**config.mk**
```make
export PLATFORM = sky130hd
export DESIGN_NAME = frame_reader_flat
export DESIGN_NICKNAME = d
export VERILOG_FILES = /design/src/source/rx_frame_pkg.sv /design/src/source/rx_frame_ifs.sv /design/src/source/frame_reader.sv /design/src/flat_wrapper.sv
export SDC_FILE = /design/constraint.sdc
export NUM_CORES = 1
export LEC_CHECK = 0
export ABC_CLOCK_PERIOD_IN_PS = 1600
export BUFFER_PORTS_ARGS = -buffer_cell sky130_fd_sc_hd__buf_4
export CAP_MARGIN = 0
export CORE_MARGIN = 3
export CORE_UTILIZATION = 44
export CTS_CLUSTER_SIZE = 25
export DETAILED_ROUTE_END_ITERATION = 8
export HOLD_SLACK_MARGIN = 0.08
export PLACE_DENSITY_LB_ADDON = 0.12
export SLEW_MARGIN = 40
export SYNTH_ARGS = -nofsm -noshare
export SYNTH_HDL_FRONTEND = slang
export SYNTH_SLANG_ARGS = --single-unit
```
**constraint.sdc**
```tcl
create_clock -name clk_100m -period 1.6 [get_ports clk_100m]
set_input_delay 0.08 -clock clk_100m [delete_from_list [all_inputs] [get_ports clk_100m]]
set_output_delay 0.08 -clock clk_100m [all_outputs]
set_load 0.05 [all_outputs]
```
**src/source/rx_frame_pkg.sv**
```systemverilog
// ------------------------------------------------
// shared widths, header offsets and frame types of
// the link receive path; modules import it in their
// body and use scoped names in their port lists
// ------------------------------------------------
package rx_frame_pkg;

    // link word layout
    localparam int link_width = 18;
    localparam int sop_bit    = 17;
    localparam int eop_bit    = 16;

    typedef logic [7:0] byte_t;

    // output word, sop and eop above the byte
    typedef struct packed {
        logic  sop;
        logic  eop;
        byte_t data;
    } out_word_t;

    // header word positions, counted from the sop word
    localparam int src_index     = 3;
    localparam int type_hi_index = 8;
    localparam int type_lo_index = 9;
    localparam int payload_index = 14;

    // frame accepted only with this source bit set
    localparam int local_src_bit = 2;

    localparam logic [15:0] cfg_type  = 16'h0C01;
    localparam logic [15:0] data_type = 16'h0D01;

    // routing decision for one frame
    typedef enum logic [1:0] {kind_none, kind_cfg, kind_data} frame_kind_e;

    typedef enum logic [1:0] {arb_idle, arb_request, arb_wait} arb_state_e;

    typedef enum logic [1:0] {cls_header, cls_cfg, cls_data, cls_skip} cls_state_e;

endpackage
```
**src/source/rx_frame_ifs.sv**
```systemverilog


// buffer side holds ready until the reader strobes done
interface buf_rd_if #(
    parameter int ADDR_WIDTH = 10
);
    import rx_frame_pkg::*;

    logic                  ready;
    logic                  done;
    logic [ADDR_WIDTH-1:0] rd_addr;
    out_word_t             rd_data;

    modport mem (output ready, output rd_data, input done, input rd_addr);

    modport rd (input ready, input rd_data, output done, output rd_addr);
endinterface

```
**src/source/frame_reader.sv**
```systemverilog
`timescale 1ns/1ps
// ------------------------------------------------
// drains a released frame from the buffer onto the
// data port, one word per cycle up to the eop word
// ------------------------------------------------
module frame_reader #(
    parameter int ADDR_WIDTH = 10
) (
    input  logic                     clk_100m,
    input  logic                     rst_100m,
    buf_rd_if.rd                     rd_port,
    output logic                     dt_valid,
    output rx_frame_pkg::out_word_t  dt_data
);
    logic [ADDR_WIDTH-1:0] rd_addr;
    // rd_data holds a word addressed last cycle
    logic                  issued;
    // eop already sent, rest of the pipe is stale
    logic                  draining;
    logic                  done;
    logic                  take;

    assign take = issued && !draining;

    // ------------------------------------------------
    // address run and output register
    // ------------------------------------------------
    always_ff @(posedge clk_100m or negedge rst_100m) begin
        if (!rst_100m) begin
            rd_addr  <= '0;
            issued   <= 1'b0;
            draining <= 1'b0;
            done     <= 1'b0;
            dt_valid <= 1'b0;
        end else begin
            rd_addr <= rd_port.ready ? rd_addr + 1'b1 : '0;
            issued  <= rd_port.ready && !draining;
            // cleared once the buffer drops ready
            if (!rd_port.ready) begin
                draining <= 1'b0;
            end else if (take && rd_port.rd_data.eop) begin
                draining <= 1'b1;
            end
            done     <= take && rd_port.rd_data.eop;
            dt_valid <= take;
        end
    end

    always_ff @(posedge clk_100m) begin
        dt_data <= rd_port.rd_data;
    end

    assign rd_port.rd_addr = rd_addr;
    assign rd_port.done    = done;

endmodule

```
**src/flat_wrapper.sv**
```systemverilog
// flat-port wrapper written by rule: the top's interface ports become plain ports
module frame_reader_flat 
#(
    parameter int ADDR_WIDTH = 10
)
  (clk_100m, rst_100m, dt_valid, dt_data, rd_port_ready, rd_port_rd_data, rd_port_done, rd_port_rd_addr);
  buf_rd_if #(.ADDR_WIDTH(ADDR_WIDTH)) rd_port_i ();
  input  logic clk_100m;
  input  logic rst_100m;
  output logic dt_valid;
  output rx_frame_pkg::out_word_t dt_data;
  input wire logic [$bits(rd_port_i.ready)-1:0] rd_port_ready;
  input wire logic [$bits(rd_port_i.rd_data)-1:0] rd_port_rd_data;
  output wire logic [$bits(rd_port_i.done)-1:0] rd_port_done;
  output wire logic [$bits(rd_port_i.rd_addr)-1:0] rd_port_rd_addr;
  assign rd_port_i.ready = rd_port_ready;
  assign rd_port_i.rd_data = rd_port_rd_data;
  assign rd_port_done = rd_port_i.done;
  assign rd_port_rd_addr = rd_port_i.rd_addr;
  frame_reader #(.ADDR_WIDTH(ADDR_WIDTH)) u_core (.clk_100m(clk_100m), .rst_100m(rst_100m), .rd_port(rd_port_i), .dt_valid(dt_valid), .dt_data(dt_data));
endmodule
```
==> results.cfg <==
[clock_network]
htreeDepth = 1
insertion_delay_ns = 0.31
cts_resized = 0
cts_buffers = 3
clock-sinks = 24
cts-root-buf = clkbuf_4
clockBufferDepth = 2
clk_pin_slew_ns = 0.13
cts_tree = done

[die]
die_width_um = 48.2
start_util_pct = 49.2
core_area_um2 = 1590
die_h_um = 48.2
rows = 14
die-area_um2 = 2330
io_pins = 35

[global_route]
grt_overflow = 0
grt_pass1_vias = 647
antenna_found_initial = 0
grt_first_pass_wirelength_mm = 3.09
track_usage_pct = 19.1
grt_max_degree = 15

[routing]
dr.pass1.iters = 3
wl_met2_um = 955
met3_length_um = 119
ant_nets = 0
wire_per_inst_um = 13.3
drc = 0
drt_iter0_drc = 2
wl_met1_um = 776
highest_layer = met3
viasPerCell = 4.78
vias = 664
routed_wirelength_mm = 1.85

[worst_setup_path]
crit_type = reg2reg
path_max_fanout = 5
required_ns = 1.86
r2r_cells = 4
crit_path_start = u_core.rd_port.rd_addr[0]
critical_path_arrival_ns = 1.73
critical_path.endpoint_type = flip-flop
reg2reg_from = u_core.rd_port.rd_addr[0]
cp-start-kind = flip-flop

[yosys]
async_flop_share_pct = 58.3
synth_cell_type_count = 24
synth_cells = 64
yosysWarnings = 0
ys.flop_type = dfrtp_1
synth-edff-count = 0
syn_area_um2 = 785
seq_area_frac_synth_pct = 70.2
synth_area_per_cell_um2 = 12.3
synth_nets = 78
ys_ff_latch = 24

[pwr]
vdd.ir_drop.worst_uv = 707
power_density_nw_per_um2 = 943
leakagePower_nw = 0.579
total_power_w = 0.00117

[sta]
clock.fmax_mhz = 680
worst_pin_slew_ns = 0.377
drv_slew = 0
setup_tns_ns = 0
fin_skew_ns = 0.00703
finalSetupViolations = 0
rsz0062_at_grt = no
relSlewSlack_pct = 74.6
fin_crit_ns = 1.47
finalHoldViolCount = 0
post-route-period-util_pct = 92.0

[placed_design]
gp_congestion = 0.751
dp_hpwl_mm = 1.27
portBuffers = 34

[final_layout]
nNetsFinal = 130
area_delta_synth_final_pct = 57.6
n_antenna_cell = 0
layout-drive-gt1-share_pct = 37.4
post-route-util_pct = 77.6

[job]
drv_cap = 0

[hold_path]
worstHoldPathType = in2async

[status]
status = finished clean
==> sequential cells by signal (all words and copies together), names as in the netlist <==
register	count
u_core.issued	1
u_core.draining	1
u_core.rd_port.rd_addr	10
u_core.dt_data	10
u_core.dt_valid	1
u_core.rd_port.done	1
==> per-stage QoR <==
stage	worst slack, ns	hold WS, ns	std cells	instance area [um2]
after floorplan	0.00172	-0.216	64	787
after global placement	0.272	-0.0643	123	1080
after detailed placement	0.163	-0.0603	123	1080
after CTS	0.135	0.139	139	1240
after global routing	0.0328	0.146	139	1240
final	0.128	0.135	139	1240
==> critical path: stages, from the launching register on <==
cell and delay (ns):
dfrtp_2 0.43, ha_1 0.22, nand4_1 0.17, or4_1 0.51, nand2_1 0.10
==> per-layer routing <==
layer	up-vias	GRT usage [%]
met5	-	0
met3	0	5.90
met4	0	3.23
li1	325	-
met1	314	23.9
met2	25	32.6
==> power breakdown <==
part	internal, W	total, W	switching, W
logic	0.0000784	0.000202	0.000123
clock network	0.000139	0.000317	0.000178
registers	0.000631	0.000647	0.0000165
==> final cells by class <==
class / count / area [um2]
clock buffers: 4 / 36.3
fillers: 103 / 358
inverters: 3 / 11.3
multi-input cells: 37 / 223
flip-flops and latches: 24 / 553
well taps: 24 / 30.0
repair buffers: 47 / 383
==> synthesized netlist by cell type (2+ instances only) <==
master / number / area share, %
or4_1: 2 / 1.9
dfrtp_1: 14 / 45
and2_1: 2 / 1.6
inv_1: 2 / 0.96
nor2_1: 6 / 2.9
o21ai_0: 2 / 1.3
nand3_1: 3 / 1.9
dfxtp_1: 10 / 26
xor2_1: 2 / 2.2
a21oi_1: 4 / 2.6
nand2_1: 4 / 1.9
==> kinds of logic after synthesis <==
| group | count (synthesis) | share of synthesized area (%) |
|---|---|---|
| buf+inv | 3 | 1.44 |
| simple gates | 24 | 16.4 |
| flops | 24 | 70.2 |
| mux | 1 | 1.28 |
| fa+ha+maj | 1 | 1.59 |
| compound gates | 8 | 5.74 |
| xor+xnor | 3 | 3.35 |
==> placed cells by master (no fill, tap or decap), drive strengths merged, types with 2 or more instances in the layout <==
cell | Yosys | final
dfrtp | 14 | 14
and2 | 2 | 2
or4 | 2 | 2
inv | 2 | 2
dfxtp | 10 | 10
nand2 | 4 | 4
buf | 0 | 35
or3 | 2 | 2
nand3 | 4 | 4
xor2 | 2 | 2
a21oi | 4 | 4
clkbuf | 0 | 4
o21ai | 2 | 2
dlygate4sd3 | 0 | 12
nor2 | 6 | 6
==> repair_timing <==
item                      in CTS  in global routing
hold endpoints to repair      29                  0
buffers inserted               0                  0
hold buffers                  12                  0
==> worst paths after layout <==
check                                       endpoint  slack, ns
setup / recovery           u_core.rd_port.rd_addr[8]       0.13
hold / removal             u_core.rd_port.rd_addr[7]       0.14
setup reg to reg           u_core.rd_port.rd_addr[8]       0.13
hold reg to reg                        u_core.issued       0.46
max in group asynchronous  u_core.rd_port.rd_addr[0]       1.28
min in group clk_100m              u_core.dt_data[9]       0.41
(Power assumes the default switching activity.)
