[config.mk]
export PLATFORM = sky130hd
export DESIGN_NAME = frame_classifier_flat
export DESIGN_NICKNAME = d
export VERILOG_FILES = /design/src/source/rx_frame_pkg.sv /design/src/source/rx_frame_ifs.sv /design/src/source/frame_classifier.sv /design/src/flat_wrapper.sv
export SDC_FILE = /design/constraint.sdc
export NUM_CORES = 1
export LEC_CHECK = 0
export ABC_AREA = 1
export BUFFER_PORTS_ARGS = -buffer_cell sky130_fd_sc_hd__clkbuf_2
export CORE_MARGIN = 2
export CORE_UTILIZATION = 58
export CTS_BUF_LIST = sky130_fd_sc_hd__clkbuf_8
export DETAILED_ROUTE_END_ITERATION = 16
export PLACE_DENSITY = 0.86
export SETUP_SLACK_MARGIN = 0.2
export SLEW_MARGIN = 10
export SYNTH_ARGS = -nofsm -noshare
export SYNTH_HDL_FRONTEND = slang
export SYNTH_SLANG_ARGS = --single-unit
[constraint.sdc]
create_clock -name clk_100m -period 4.7 [get_ports clk_100m]
set_input_delay 0.235 -clock clk_100m [delete_from_list [all_inputs] [get_ports clk_100m]]
set_output_delay 0.235 -clock clk_100m [all_outputs]
set_load 0.02 [all_outputs]
[src/source/rx_frame_pkg.sv]
// ------------------------------------------------
// shared widths, header offsets and frame types of
// the link receive path; modules import it in their
// body and use scoped names in their port lists
// ------------------------------------------------
package rx_frame_pkg;

    // link word layout
    localparam int link_width = 18;
    localparam int sop_bit    = 17;
    localparam int eop_bit    = 16;

    typedef logic [7:0] byte_t;

    // output word, sop and eop above the byte
    typedef struct packed {
        logic  sop;
        logic  eop;
        byte_t data;
    } out_word_t;

    // header word positions, counted from the sop word
    localparam int src_index     = 3;
    localparam int type_hi_index = 8;
    localparam int type_lo_index = 9;
    localparam int payload_index = 14;

    // frame accepted only with this source bit set
    localparam int local_src_bit = 2;

    localparam logic [15:0] cfg_type  = 16'h0C01;
    localparam logic [15:0] data_type = 16'h0D01;

    // routing decision for one frame
    typedef enum logic [1:0] {kind_none, kind_cfg, kind_data} frame_kind_e;

    typedef enum logic [1:0] {arb_idle, arb_request, arb_wait} arb_state_e;

    typedef enum logic [1:0] {cls_header, cls_cfg, cls_data, cls_skip} cls_state_e;

endpackage
[src/source/rx_frame_ifs.sv]
`timescale 1ns/1ps
// ------------------------------------------------
// internal interfaces: a strobed word stream with no
// back-pressure, and the read port of the frame buffer
// ------------------------------------------------

// one word per valid strobe
interface word_if;
    import rx_frame_pkg::*;

    logic  valid;
    logic  sop;
    logic  eop;
    byte_t data;

    modport src (
        output valid,
        output sop,
        output eop,
        output data
    );

    modport dst (
        input valid,
        input sop,
        input eop,
        input data
    );
endinterface


[src/source/frame_classifier.sv]
`timescale 1ns/1ps
// ------------------------------------------------
// frame header parser: picks source and type from
// the header, then routes the payload to the cfg
// port or to the frame buffer, or drops the frame
// ------------------------------------------------
module frame_classifier (
    input  logic                     clk_100m,
    input  logic                     rst_100m,
    word_if.dst                      word_in,
    word_if.src                      pay_out,
    output logic                     cfg_valid,
    output rx_frame_pkg::out_word_t  cfg_data
);
    import rx_frame_pkg::*;

    // counter only has to reach the payload index
    localparam int cnt_w = $clog2(payload_index + 1);

    cls_state_e       state;
    frame_kind_e      kind;
    logic [cnt_w-1:0] word_cnt;
    logic [cnt_w-1:0] word_idx;
    byte_t            src_addr;
    logic [15:0]      frame_type;
    logic             in_header;
    logic             at_payload;
    logic             cfg_fire;
    logic             data_fire;
    logic             pay_valid;
    logic             pay_sop;
    logic             pay_eop;
    byte_t            pay_data;

    // index of the current word, sop word is 0
    assign word_idx   = word_in.sop ? '0 : word_cnt;
    assign in_header  = word_in.valid && (state == cls_header);
    assign at_payload = in_header && (word_idx == cnt_w'(payload_index));

    // decision from the captured header fields
    always_comb begin
        kind = kind_none;
        if (src_addr[local_src_bit]) begin
            if (frame_type == cfg_type) begin
                kind = kind_cfg;
            end else if (frame_type == data_type) begin
                kind = kind_data;
            end
        end
    end

    assign cfg_fire  = word_in.valid &&
                       ((at_payload && kind == kind_cfg) || state == cls_cfg);
    assign data_fire = word_in.valid &&
                       ((at_payload && kind == kind_data) || state == cls_data);

    // header field capture
    always_ff @(posedge clk_100m) begin
        if (in_header) begin
            if (word_idx == cnt_w'(src_index)) begin
                src_addr <= word_in.data;
            end
            if (word_idx == cnt_w'(type_hi_index)) begin
                frame_type[15:8] <= word_in.data;
            end
            if (word_idx == cnt_w'(type_lo_index)) begin
                frame_type[7:0] <= word_in.data;
            end
        end
    end

    // ------------------------------------------------
    // word counter and routing fsm
    // ------------------------------------------------
    always_ff @(posedge clk_100m or negedge rst_100m) begin
        if (!rst_100m) begin
            state    <= cls_header;
            word_cnt <= '0;
        end else if (word_in.valid) begin
            case (state)
                cls_header: begin
                    word_cnt <= word_idx + 1'b1;
                    // single-word payload stays in header
                    if (at_payload && !word_in.eop) begin
                        case (kind)
                            kind_cfg:  state <= cls_cfg;
                            kind_data: state <= cls_data;
                            default:   state <= cls_skip;
                        endcase
                    end
                end
                default: begin
                    if (word_in.eop) begin
                        state <= cls_header;
                    end
                end
            endcase
        end
    end

    // output strobes, one cycle after the payload word
    always_ff @(posedge clk_100m or negedge rst_100m) begin
        if (!rst_100m) begin
            cfg_valid <= 1'b0;
            pay_valid <= 1'b0;
        end else begin
            cfg_valid <= cfg_fire;
            pay_valid <= data_fire;
        end
    end

    always_ff @(posedge clk_100m) begin
        cfg_data <= {at_payload, word_in.eop, word_in.data};
        pay_sop  <= at_payload;
        pay_eop  <= word_in.eop;
        pay_data <= word_in.data;
    end

    assign pay_out.valid = pay_valid;
    assign pay_out.sop   = pay_sop;
    assign pay_out.eop   = pay_eop;
    assign pay_out.data  = pay_data;

endmodule

[src/flat_wrapper.sv]
// flat-port wrapper written by rule: the top's interface ports become plain ports
module frame_classifier_flat import rx_frame_pkg::*;
  (clk_100m, rst_100m, cfg_valid, cfg_data, word_in_valid, word_in_sop, word_in_eop, word_in_data, pay_out_valid, pay_out_sop, pay_out_eop, pay_out_data);
  word_if word_in_i ();
  word_if pay_out_i ();
  input  logic clk_100m;
  input  logic rst_100m;
  output logic cfg_valid;
  output rx_frame_pkg::out_word_t cfg_data;
  input wire logic [$bits(word_in_i.valid)-1:0] word_in_valid;
  input wire logic [$bits(word_in_i.sop)-1:0] word_in_sop;
  input wire logic [$bits(word_in_i.eop)-1:0] word_in_eop;
  input wire logic [$bits(word_in_i.data)-1:0] word_in_data;
  output wire logic [$bits(pay_out_i.valid)-1:0] pay_out_valid;
  output wire logic [$bits(pay_out_i.sop)-1:0] pay_out_sop;
  output wire logic [$bits(pay_out_i.eop)-1:0] pay_out_eop;
  output wire logic [$bits(pay_out_i.data)-1:0] pay_out_data;
  assign word_in_i.valid = word_in_valid;
  assign word_in_i.sop = word_in_sop;
  assign word_in_i.eop = word_in_eop;
  assign word_in_i.data = word_in_data;
  assign pay_out_valid = pay_out_i.valid;
  assign pay_out_sop = pay_out_i.sop;
  assign pay_out_eop = pay_out_i.eop;
  assign pay_out_data = pay_out_i.data;
  frame_classifier u_core (.clk_100m(clk_100m), .rst_100m(rst_100m), .word_in(word_in_i), .pay_out(pay_out_i), .cfg_valid(cfg_valid), .cfg_data(cfg_data));
endmodule
==> flow_metrics.py <==
metrics = {
    "final_layout": {
        "instances_no_fill": 185,
        "fin_nets": 173,
        "n_antenna_cell": 0,
        "area_delta_synth_final_pct": 19.80,
        "fillers": 157,
        "layout-drive-gt1-share_pct": 31.21,
        "register_area_um2": 910.9,
        "multi_input_area_um2": 320.3,
    },
    "die": {
        "die_area_um2": 2781,
        "coreArea_um2": 2233,
        "initial_utilization_pct": 61.68,
        "die_w_um": 52.74,
        "io_pins": 35,
        "die_h_um": 52.74,
        "rows": 17,
    },
    "synthesis": {
        "synth-edff-count": 17,
        "syn_inst": 124,
        "synth.cell_area_um2": 1378,
        "synth.top_cell.area_share_pct": 37.06,
        "ys.flop_type": "edfxtp_1",
        "async_reset_ff_share_pct": 22.86,
        "synth_most_common_cell": "nand2_1",
        "synth_seq_cells": 35,
        "avgSynthCellArea_um2": 11.11,
        "synth_cell_types": 20,
        "synth.area.top_cells": "edfxtp_1 37%, dfrtp_1 15%, dfxtp_1 15%, buf_4 5.4%, nand2_1 5.2%",
        "synth_top_area_cell": "edfxtp_1",
        "synthTopCellsByCount": "19 x nand2_1, 17 x edfxtp_1, 15 x inv_1, 15 x nor2_1",
        "syn_nets": 141,
        "ys_warn_count": 0,
        "seq_area_frac_synth_pct": 66.12,
    },
    "sta": {
        "skew_ps": 6.605,
        "rsz0062_at_grt": "false",
        "hold_violations": 0,
        "drv_slew": 0,
        "worstMarginPinSlew_ps": 619.8,
        "min_period_over_period_pct": 37.27,
        "max_slew_margin_pct": 58.53,
        "final-setup-viol-count": 0,
        "clock.fmax_mhz": 570.9,
        "min_period_ps": 1752,
        "finalSetupTns_ps": 0,
    },
    "global_routing": {
        "overflow": 0,
        "grt_pass1_wl_um": 3636,
        "first_global_vias": 838,
        "track_usage_pct": 20.02,
        "grt_max_degree": 12,
        "antenna_found_initial": 0,
    },
    "critical_path": {
        "cp_slowest_cell": "nor2_1",
        "crit_chain": "inv_1, nor2_1, ha_1, nand3_1, nor2_1",
        "worstReg2RegStart": "u_core.word_cnt[0]",
        "crit_path_max_fanout": 8,
        "slowest_delay_ps": 490,
        "critPathCaptureType": "flop",
        "worstSetupPathType": "reg -> reg",
        "cpMostUsedCell": "nor2_1",
        "crit_start": "u_core.word_cnt[0]",
        "cp-start-kind": "flop",
        "cp.arrival_ps": 1670,
        "critPathRequiredTime_ps": 4620,
    },
    "clock_tree": {
        "cts_tree": "done",
        "cts_resized": 0,
        "hold_buffers": 1,
        "cts_root_buffer": "clkbuf_8",
        "cts_buffers": 5,
        "clock_latency_ps": 290,
        "postCtsSetupBuffers": 0,
        "path_clk_slew_ps": 70,
        "htreeDepth": 2,
        "clockBufferDepth": 2,
        "numClockSinks": 35,
    },
    "status": {
        "status": "completed",
    },
    "flow_run": {
        "maxCapViolations": 0,
    },
    "drt": {
        "first_pass_iters": 4,
        "postRouteAntennaNets": 0,
        "num_vias": 902,
        "totalWireLength_um": 2280,
        "drc": 0,
        "wl_per_cell_um": 12.32,
        "post_drt_via_cell_ratio": 4.876,
        "drt_iter0_markers": 30,
    },
    "power_and_ir_drop": {
        "ir_worst_vdd_uv": 436.3,
        "power_density_nw_per_um2": 436.5,
        "power_uw": 720.3,
        "p_leak_uw": 0.0007748,
    },
    "placed_design": {
        "hpwl_um": 1759,
        "numPortBuffers": 34,
        "gp_congestion": 0.8090,
        "dp_cells": 176,
    },
    "min_path": {
        "hold_path.class": "in -> reg",
        "hold_start": "word_in_data[7]",
    },
}
## kinds of logic after synthesis
| group | synth area share (%) |
|---|---|
| simple gates | 16.89 |
| flops | 66.12 |
| buf+inv | 10.63 |
| compound gates | 2.725 |
| fa+ha+maj | 3.633 |
## registers in the layout, indices dropped and copies added (netlist names)
name / count
u_core.src_addr: 1
u_core.word_cnt: 4
u_core.state: 2
u_core.cfg_data: 10
u_core.cfg_valid: 1
u_core.pay_out.valid: 1
u_core.frame_type: 16
## layout by cell type (no fill, tap or decap), drive strengths merged
cell type / n
o21ai: 4
clkinv: 1
dfrtp: 8
bufinv: 2
nand3: 9
edfxtp: 17
clkbuf: 39
nand3b: 1
ha: 4
nor3: 2
nand2: 21
a21oi: 2
dfxtp: 10
dlygate4sd3: 1
nor2: 16
o211ai: 1
inv: 19
## report_power, final
group,total (uW),switching (uW),leakage [uW],internal [uW]
Combinational,62.9,42.8,0.000361,20.1
Clock,312,102,0.0000695,210
Sequential,345,8.25,0.000344,337
Total,720,153,0.000775,567
## metal layers
metal	wire (um)	up-vias	part of all wire, %	global-route usage [%]
met5	0	-	0	0
met3	130	5	5.7	8.571
met1	927	420	41	22.61
li1	-	449	-	-
met2	1176	28	52	32.71
met4	47	0	2.1	8.974
## area by class of cell
| cell class | count | share of cell area (%) |
|---|---|---|
| inverter | 19 | 4.321 |
| multi-input combinational | 60 | 19.41 |
| sequential | 35 | 55.19 |
| clock inverter | 3 | 3.867 |
| tap | 28 | 2.123 |
| clock buffer | 5 | 4.170 |
| timing repair buffer | 35 | 10.92 |
## final timing paths
kind,to,slack (ps),cells past startpoint
max in group asynchronous,u_core.word_cnt[0],4190,2
min reg2reg,u_core.word_cnt[1],490,2
max reg2reg,u_core.frame_type[2],2950,5
min,u_core.cfg_data[7],80,1
max,u_core.frame_type[2],2950,5
min in group asynchronous,u_core.state[0],320,2
## stage by stage
stage	area [um^2]	setup slack (ps)	hold slack (ps)	utilization [%]
global placement	1508	3015	94.47	67.51
CTS	1650	2926	77.80	73.89
detailed placement	1508	2938	99.23	67.51
floorplan	1378	3175	-60.59	-
global route	1650	2798	69.45	73.89
finish	1650	2948	81.01	73.89
## worst max-delay path, delay by kind of cell, from the launching register on
family / cells / cell delay [ps]
and+or+nand+nor: 3 / 780
DFF: 1 / 360
adders and majority gates: 1 / 190
buffers and inverters: 1 / 60
(Power assumes the default switching activity.)
