===== config.mk =====
export PLATFORM = sky130hd
export DESIGN_NAME = link_arbiter_flat
export DESIGN_NICKNAME = d
export VERILOG_FILES = /design/src/source/rx_frame_pkg.sv /design/src/source/rx_frame_ifs.sv /design/src/source/link_arbiter.sv /design/src/flat_wrapper.sv
export SDC_FILE = /design/constraint.sdc
export NUM_CORES = 1
export LEC_CHECK = 0
export ABC_CLOCK_PERIOD_IN_PS = 1360
export BUFFER_PORTS_ARGS = -buffer_cell sky130_fd_sc_hd__buf_2
export CAP_MARGIN = 10
export CORE_MARGIN = 2
export CORE_UTILIZATION = 36
export CTS_BUF_LIST = sky130_fd_sc_hd__clkbuf_8
export DETAILED_ROUTE_END_ITERATION = 10
export MAX_ROUTING_LAYER = met4
export PLACE_DENSITY = 0.85
export RECOVER_POWER = 100
export SLEW_MARGIN = 0
export SYNTH_ARGS = -nofsm -noshare
export SYNTH_HDL_FRONTEND = slang
export SYNTH_SLANG_ARGS = --single-unit

===== constraint.sdc =====
create_clock -name clk_100m -period 1.36 [get_ports clk_100m]
set_input_delay 0.204 -clock clk_100m [delete_from_list [all_inputs] [get_ports clk_100m]]
set_output_delay 0.204 -clock clk_100m [all_outputs]
set_load 0.02 [all_outputs]

===== src/source/rx_frame_pkg.sv =====
// ------------------------------------------------
// shared widths, header offsets and frame types of
// the link receive path; modules import it in their
// body and use scoped names in their port lists
// ------------------------------------------------
package rx_frame_pkg;

    // link word layout
    localparam int link_width = 18;
    localparam int sop_bit    = 17;
    localparam int eop_bit    = 16;

    typedef logic [7:0] byte_t;

    // output word, sop and eop above the byte
    typedef struct packed {
        logic  sop;
        logic  eop;
        byte_t data;
    } out_word_t;

    // header word positions, counted from the sop word
    localparam int src_index     = 3;
    localparam int type_hi_index = 8;
    localparam int type_lo_index = 9;
    localparam int payload_index = 14;

    // frame accepted only with this source bit set
    localparam int local_src_bit = 2;

    localparam logic [15:0] cfg_type  = 16'h0C01;
    localparam logic [15:0] data_type = 16'h0D01;

    // routing decision for one frame
    typedef enum logic [1:0] {kind_none, kind_cfg, kind_data} frame_kind_e;

    typedef enum logic [1:0] {arb_idle, arb_request, arb_wait} arb_state_e;

    typedef enum logic [1:0] {cls_header, cls_cfg, cls_data, cls_skip} cls_state_e;

endpackage

===== src/source/rx_frame_ifs.sv =====
`timescale 1ns/1ps
// ------------------------------------------------
// internal interfaces: a strobed word stream with no
// back-pressure, and the read port of the frame buffer
// ------------------------------------------------

// one word per valid strobe
interface word_if;
    import rx_frame_pkg::*;

    logic  valid;
    logic  sop;
    logic  eop;
    byte_t data;

    modport src (
        output valid,
        output sop,
        output eop,
        output data
    );

    modport dst (
        input valid,
        input sop,
        input eop,
        input data
    );
endinterface



===== src/source/link_arbiter.sv =====
`timescale 1ns/1ps
// ------------------------------------------------
// round-robin reader of the two link receive queues
// a grant is held for a whole frame, words are
// registered onto the internal word stream
// ------------------------------------------------
module link_arbiter (
    input  logic                                 clk_100m,
    input  logic                                 rst_100m,
    input  logic                                 link1_empty,
    input  logic                                 link1_dval,
    input  logic [rx_frame_pkg::link_width-1:0]  link1_data,
    output logic                                 link1_rdreq,
    input  logic                                 link2_empty,
    input  logic                                 link2_dval,
    input  logic [rx_frame_pkg::link_width-1:0]  link2_data,
    output logic                                 link2_rdreq,
    word_if.src                                  word_out
);
    import rx_frame_pkg::*;

    arb_state_e            state;
    // 0 is link 1, 1 is link 2
    logic                  grant;
    // link that wins when both have data
    logic                  prefer;
    logic                  pick;
    logic                  sel_empty;
    logic                  sel_dval;
    logic [link_width-1:0] sel_data;
    logic                  out_valid;
    logic                  out_sop;
    logic                  out_eop;
    byte_t                 out_data;

    // mux of the granted link
    assign sel_empty = grant ? link2_empty : link1_empty;
    assign sel_dval  = grant ? link2_dval  : link1_dval;
    assign sel_data  = grant ? link2_data  : link1_data;

    // both waiting: alternate, else take the one with data
    assign pick = (!link1_empty && !link2_empty) ? prefer : link1_empty;

    // single-cycle request, only on a non-empty queue
    assign link1_rdreq = (state == arb_request) && !grant && !link1_empty;
    assign link2_rdreq = (state == arb_request) && grant && !link2_empty;

    // ------------------------------------------------
    // grant fsm
    // ------------------------------------------------
    always_ff @(posedge clk_100m or negedge rst_100m) begin
        if (!rst_100m) begin
            state  <= arb_idle;
            grant  <= 1'b0;
            prefer <= 1'b0;
        end else begin
            case (state)
                arb_idle: begin
                    if (!link1_empty || !link2_empty) begin
                        grant <= pick;
                        state <= arb_request;
                    end
                end
                // hold here across gaps inside a frame
                arb_request: begin
                    if (!sel_empty) begin
                        state <= arb_wait;
                    end
                end
                // answer comes one cycle after rdreq
                arb_wait: begin
                    if (sel_dval) begin
                        if (sel_data[eop_bit]) begin
                            prefer <= ~grant;
                            state  <= arb_idle;
                        end else begin
                            state <= arb_request;
                        end
                    end
                end
                default: state <= arb_idle;
            endcase
        end
    end

    // stream strobe, one cycle after dval
    always_ff @(posedge clk_100m or negedge rst_100m) begin
        if (!rst_100m) begin
            out_valid <= 1'b0;
        end else begin
            out_valid <= (state == arb_wait) && sel_dval;
        end
    end

    always_ff @(posedge clk_100m) begin
        out_sop  <= sel_data[sop_bit];
        out_eop  <= sel_data[eop_bit];
        out_data <= sel_data[7:0];
    end

    assign word_out.valid = out_valid;
    assign word_out.sop   = out_sop;
    assign word_out.eop   = out_eop;
    assign word_out.data  = out_data;

endmodule


===== src/flat_wrapper.sv =====
// flat-port wrapper written by rule: the top's interface ports become plain ports
module link_arbiter_flat import rx_frame_pkg::*;
  (clk_100m, rst_100m, link1_empty, link1_dval, link1_data, link1_rdreq, link2_empty, link2_dval, link2_data, link2_rdreq, word_out_valid, word_out_sop, word_out_eop, word_out_data);
  word_if word_out_i ();
  input  logic clk_100m;
  input  logic rst_100m;
  input  logic link1_empty;
  input  logic link1_dval;
  input  logic [rx_frame_pkg::link_width-1:0] link1_data;
  output logic link1_rdreq;
  input  logic link2_empty;
  input  logic link2_dval;
  input  logic [rx_frame_pkg::link_width-1:0] link2_data;
  output logic link2_rdreq;
  output wire logic [$bits(word_out_i.valid)-1:0] word_out_valid;
  output wire logic [$bits(word_out_i.sop)-1:0] word_out_sop;
  output wire logic [$bits(word_out_i.eop)-1:0] word_out_eop;
  output wire logic [$bits(word_out_i.data)-1:0] word_out_data;
  assign word_out_valid = word_out_i.valid;
  assign word_out_sop = word_out_i.sop;
  assign word_out_eop = word_out_i.eop;
  assign word_out_data = word_out_i.data;
  link_arbiter u_core (.clk_100m(clk_100m), .rst_100m(rst_100m), .link1_empty(link1_empty), .link1_dval(link1_dval), .link1_data(link1_data), .link1_rdreq(link1_rdreq), .link2_empty(link2_empty), .link2_dval(link2_dval), .link2_data(link2_data), .link2_rdreq(link2_rdreq), .word_out(word_out_i));
endmodule

==> summary.txt, run 1 <==
Drt
  – TritonRoute pass-1 iters: 4
  – Via count: 507
  – Drc violations: 0
  – Total Routed Length: 1320 um
  – Detail Route Antenna Nets: 0
  – Vias per cell: 4.69
  – DR WL/cell: 12.2 um
  – Drt first-iter violations: 5

STA
  – Final setup viols: 0
  – Fin crit share: 0.979
  – F_max: 751 MHz
  – Tmin final: 1.33 ns
  – RSZ-0062 raised after global routing: true
  – Post-Route Skew: 0.00324 ns
  – Worst-margin pin slew: 0.268 ns
  – Final WS setup: 0.0288 ns
  – Worst relative slew slack: 0.821
  – Fin Hold WS: 0.182 ns
  – Hold Vio Cnt, Final: 0
  – Final-report max-slew violation count: 0
  – Setup TNS: 0 ns

Global routing
  – Total congestion overflow: 0
  – First-pass GRT wire length: 1920 um
  – Pin count of the biggest net entering global routing: 9
  – Vias in the first global route: 466
  – Initial antenna violation count: 0
  – GRT Util Overall: 0.145

Worst setup path
  – Data required, critical path: 1.16 ns
  – Worst setup path class: register to output pin
  – Startpoint types: register
  – CP Launch Point: u_core.state[1]$_DFFE_PN0P_
  – R2r endpoint: u_core.prefer$_DFFE_PN0P_
  – CP Capture Type: output pin
  – Reg-to-reg setup timing slack: 0.05 ns
  – Worst-path fanout max: 4
  – CP arrival: 1.13 ns
  – Reg2reg path depth: 4
  – Worst R2R Start: u_core.grant$_DFFE_PN0P_

Logic synthesis
  – Ys async rst share: 0.333
  – Syn_nets: 88
  – Register area share after synthesis: 0.560
  – Post-synth EDFFs: 0
  – Commonest cells in the netlist: 11 x mux2_2, 10 x dfxtp_1, 5 x dfrtp_1, 3 x o21ai_0
  – Yosys top cell by area: dfxtp_1
  – Number of synthesized register bits: 15
  – Synthesis Warnings: 0
  – Xor/xnor share of the synthesized area: 0
  – Synthesized cell area: 581 um^2
  – Post-synthesis simple-gate area fraction: 0.0776
  – Top-count cell post-synth: mux2_2
  – Largest family of logic cells by synthesized area: multiplexers
  – Mapped Cells: 46
  – Post-synth top flop: dfxtp_1
  – Compound-Gate Fraction of Synth Area: 0.0711
  – Adder-cell area share of the yosys netlist: 0
  – Synth top area cells: dfxtp_1 34%, dfrtp_1 22%, mux2_2 21%
  – Netlist cell types: 19
  – Post-Syn Area per Cell: 12.6 um^2
  – Mux cell area share after synthesis: 0.256
  – Top cell type's share of synthesized area: 0.345

Die
  – Die height: 44.2 um
  – Core Area: 1510 um^2
  – Die X: 44.2 um
  – Io pins: 55
  – Initial core utilization: 0.385
  – Die Footprint: 1950 um^2
  – Rows: 14

Run status
  – Status: finished, final reports clean

Clock tree
  – Clk slew on worst S/H paths: 0.06 ns
  – CTS Buf Count: 3
  – Sink Count: 15
  – Max Root-Sink Buffers: 2
  – Worst skew pair latency: 0.25 ns
  – Root Buffer: clkbuf_8
  – Htree depth: 1
  – CTS tree: yes

Layout
  – ANT cells: 0
  – Share of layout cells above drive strength 1: 0.522
  – Layout Utilization: 0.575
  – Layout Nets: 135
  – Fin area: 866 um^2
  – Final cell count without fillers: 108
  – Layout area overhead: 49.1%

Hold path
  – Min-delay src: link2_data[3]
  – Worst hold endpoint: u_core.word_out.data[3]$_DFF_P_
  – Worst hold path depth: 2
  – Worst Hold Class: input pin to register

Place
  – Placed Instances: 101
  – IO buf count: 38
  – Detailed placement HPWL: 1000 um
  – Placed instance area: 807 um^2
  – Final GP Congestion: 0.761
  – Post-Place Setup Slack: 0.125 ns

Power and ir drop
  – Final Power: 1.79 mW
  – PwrDens: 2070 nW/um^2
  – Leakage: 0.406 nW
  – Peak supply drop: 1010 uV

Job
  – Maxcap violations: 0
[where the power goes]
part	switching (mW)	internal, mW
clock network	0.143	0.200
registers	0.0803	0.597
logic	0.407	0.366
[registers in the layout, summed over array words and instances, names as in the netlist]
name	flops
u_core.state	2
u_core.word_out.data	8
u_core.word_out.valid	1
u_core.prefer	1
u_core.word_out.sop	1
u_core.grant	1
u_core.word_out.eop	1
[cells in the final DEF (no fill, tap or decap)]
cell type       n
o22ai_1         1
nor3b_2         1
nor2_1          1
inv_1           1
inv_2           1
nand2b_4        1
mux2i_1         1
dfrtp_2         1
dlygate4sd3_1   1
nor3_2          1
o21ai_0         3
buf_2          24
nand2b_1        1
clkbuf_1       14
o31ai_1         1
a31oi_1         2
dfrtp_1         4
buf_4           5
mux2_1          1
mux2_2         10
dfxtp_1        10
nor2b_1         1
clkbuf_8        3
mux2_4          1
nand2_1         2
[metal layers]
metal / up-vias / GRT usage / wire length, um
met5: - / - / 0
met3: 0 / 0.0612 / 85
met1: 233 / 0.145 / 519
met2: 20 / 0.232 / 712
li1: 254 / - / -
met4: 0 / 0.0909 / 0
[cells by family after synthesis]
kind of cell	count (synthesis)
AO/OA/AOI/OAI	7
AND/OR/NAND/NOR	8
multiplexers	13
buffers and inverters	3
flip-flops	15
[cell type report]
| type | instances | area, um^2 |
|---|---|---|
| inverter | 1 | 3.75 |
| fill | 143 | 641 |
| sequential | 15 | 327 |
| clock buffer | 3 | 41.3 |
| timing repair buffer | 44 | 220 |
| clock inverter | 1 | 3.75 |
| multi-input combinational | 28 | 250 |
| tap | 16 | 20.0 |
[worst max-delay path, stage by stage (launching register included)]
cell and delay, ns:
dfrtp_1 0.40, nand2b_4 0.17, nor3b_2 0.15, buf_4 0.16
[worst max path at each step]
| stage | end | slack [ns] | cells past startpoint |
|---|---|---|---|
| 6_report | link2_rdreq | 0.03 | 3 |
| 5_1_grt | link1_rdreq | -0.02 | 3 |
| 3_3_place_gp | u_core.state[0]$_DFFE_PN0P_ | 0.14 | 3 |
| 4_1_cts | link2_rdreq | 0.01 | 3 |
| 2_1_floorplan | link1_rdreq | 0.15 | 3 |
| 3_5_place_dp | u_core.prefer$_DFFE_PN0P_ | 0.13 | 3 |
[timing repair]
action,4_1_cts,5_1_grt
resized for setup,3,1
hold buffers,1,0
pin swaps,0,0
cloned,0,0
hold endpoints to repair,5,0
setup endpoints to repair,2,2
buffers inserted,1,1
Power figures use the tool's default switching activity.
==> run 2, diff against run 1 <==
==> constraint.sdc (replaced) <==
create_clock -name clk_100m -period 1.36 [get_ports clk_100m]
set_input_delay 0.204 -clock clk_100m [delete_from_list [all_inputs] [get_ports clk_100m]]
set_output_delay 0.204 -clock clk_100m [all_outputs]
set_load 0.01 [all_outputs]
==> summary.txt, run 2 (synthesis gave the netlist of run 1 again) <==
Run status
  – Status: finished, final reports clean

Layout
  – ANT cells: 0 (unchanged)
  – Layout Utilization: 0.584 (+0.00914)
  – Fin area: 880 um^2 (+1.6%)
  – # fillers: 144 (+0.70%)
  – Most frequent cells in the layout: 26 x buf_2, 12 x clkbuf_1, 11 x mux2_2
  – Share of layout cells above drive strength 1: 0.565 (+0.0435)
  – Layout area overhead: 51.5%
  – Multi-input logic area: 248 um^2 (-1.0%)
  – Layout Nets: 135 (unchanged)
  – Max FFs per register: 8 (unchanged)
  – Final cell count without fillers: 108 (unchanged)
  – Register area: 328 um^2 (+0.38%)
  – Most common cell after layout, fill and taps aside: buf_2

Worst setup path
  – Worst-path fanout max: 4 (unchanged)
  – Worst setup path class: register to output pin
  – Crit-path slowest cell: dfrtp_1
  – Cell count along the critical path: 3 (unchanged)
  – Worst-path cell chain: nand2b_4 > nor3b_1 > buf_2
  – Startpoint types: register
  – Worst path bufs/invs: 1 (unchanged)
  – Largest stage delay, worst path: 0.40 ns (about the same)
  – CP Capture Type: output pin
  – CP arrival: 1.11 ns (-0.02 ns)
  – Reg2reg path depth: 4 (unchanged)
  – CP top delay family: flip-flops
  – Data required, critical path: 1.16 ns (about the same)

Drt
  – Detail Route Antenna Nets: 0 (unchanged)
  – Drc violations: 0 (unchanged)
  – DR WL/cell: 11.4 um (-6.5%)
  – Drt first-iter violations: 4 (-1)
  – Via count: 516 (+1.8%)
  – Vias per cell: 4.78 (+1.8%)
  – Total Routed Length: 1230 um (-6.5%)
  – TritonRoute pass-1 iters: 3 (-1)

STA
  – Worst-margin pin slew: 0.264 ns (-0.00419 ns)
  – RSZ-0062 raised after global routing: true
  – Final WS setup: 0.0492 ns (+0.0204 ns)
  – Worst relative slew slack: 0.824 (+0.00279)
  – Post-Route Skew: 0.000605 ns (-0.00263 ns)
  – Final setup viols: 0 (unchanged)
  – F_max: 763 MHz (+1.6%)
  – Final-report max-slew violation count: 0 (unchanged)
  – Fin Hold WS: 0.168 ns (-0.0145 ns)
  – Tmin final: 1.31 ns (-0.0204 ns)
  – Fin crit share: 0.964 (-0.0150)
  – Hold Vio Cnt, Final: 0 (unchanged)

Hold path
  – Worst Hold Class: input pin to register
  – Worst hold path depth: 2 (unchanged)

Global routing
  – Pin count of the biggest net entering global routing: 9 (unchanged)
  – Total congestion overflow: 0 (unchanged)
  – First-pass GRT wire length: 1830 um (-4.7%)
  – GRT Util Overall: 0.134 (-0.0109)
  – Vias in the first global route: 490 (+5.2%)
  – Initial antenna violation count: 0 (unchanged)

Place
  – Final GP Congestion: 0.763 (+0.32%)
  – Post-Place Setup Slack: 0.0470 ns (-0.0782 ns)
  – Detailed placement HPWL: 915 um (-8.8%)
  – Placed Instances: 100 (-0.99%)
  – IO buf count: 38 (unchanged)
  – Placed instance area: 802 um^2 (-0.62%)

Job
  – Maxcap violations: 0 (unchanged)

Die
  – Die height: 44.2 um (unchanged)
  – Rows: 14 (unchanged)
  – Die X: 44.2 um (unchanged)
  – Core Area: 1510 um^2 (unchanged)
  – Io pins: 55 (unchanged)
  – Die Footprint: 1950 um^2 (unchanged)
  – Initial core utilization: 0.385 (unchanged)

Clock tree
  – Root Buffer: clkbuf_8
  – Clk slew on worst S/H paths: 0.06 ns (about the same)
  – Htree depth: 1 (unchanged)
  – Worst skew pair latency: 0.24 ns (about the same)
  – CTS tree: yes
  – Sink Count: 15 (unchanged)
  – CTS Buf Count: 3 (unchanged)
  – Max Root-Sink Buffers: 2 (unchanged)

Power and ir drop
  – PwrDens: 1990 nW/um^2 (-3.8%)
  – Peak supply drop: 1030 uV (+1.1%)
  – Leakage: 0.415 nW (+2.4%)
[run 2: final timing paths]
check                                            start                           to  slack [ns]
hold reg to reg              u_core.prefer$_DFFE_PN0P_    u_core.prefer$_DFFE_PN0P_        0.57
min in group asynchronous                     rst_100m    u_core.prefer$_DFFE_PN0P_        0.34
max in group asynchronous                     rst_100m  u_core.state[0]$_DFFE_PN0P_        0.79
setup reg to reg              u_core.grant$_DFFE_PN0P_    u_core.prefer$_DFFE_PN0P_        0.09
setup / recovery           u_core.state[1]$_DFFE_PN0P_                  link2_rdreq        0.05
hold / removal                          link2_data[16]    u_core.prefer$_DFFE_PN0P_        0.17
[run 2: layout make-up]
| type | count | area share |
|---|---|---|
| Inverter | 1 | 0.00427 |
| Tap cell | 16 | 0.0228 |
| Clock inverter | 1 | 0.00427 |
| Multi-Input combinational cell | 28 | 0.282 |
| Clock buffer | 3 | 0.0469 |
| Sequential cell | 15 | 0.373 |
| Timing Repair Buffer | 44 | 0.267 |
[run 2: stage by stage]
stage	setup TNS [ns]	total power [mW]
detailed placement	0	1.35
finish	0	1.75
CTS	0	1.75
floorplan	0	1.10
global placement	0	1.33
global route	-0.0218	1.87
[run 2: worst reg2reg max path: cells and delay by family, from the launching register on]
kind,cells,cell delay [ns]
buffers and inverters,1,0.17
flip-flops,1,0.43
multiplexers,1,0.32
AO/OA/AOI/OAI,2,0.24
[run 2: what timing repair did]
action / CTS / global route
cloned: 0 / 0
endpoints found under the setup margin: 2 / 2
pin swaps: 0 / 0
hold buffers: 1 / 0
gates resized for setup: 2 / 2
setup buffers: 1 / 2
hold endpoints to repair: 5 / 0
[run 2: per-layer routing]
layer	track usage	wire length, um	vias to the layer above	part of all wire
met3	0.0735	105	0	0.085
met5	-	0	-	0
met2	0.253	689	23	0.56
met4	0.0364	0	0	0
li1	-	-	256	-
met1	0.111	437	237	0.35
[run 2: power breakdown]
part / internal (mW) / leakage [nW] / switching (mW)
sequential: 0.601 / 0.144 / 0.0914
clock: 0.199 / 0.0269 / 0.138
combinational: 0.415 / 0.245 / 0.308
total: 1.22 / 0.415 / 0.537
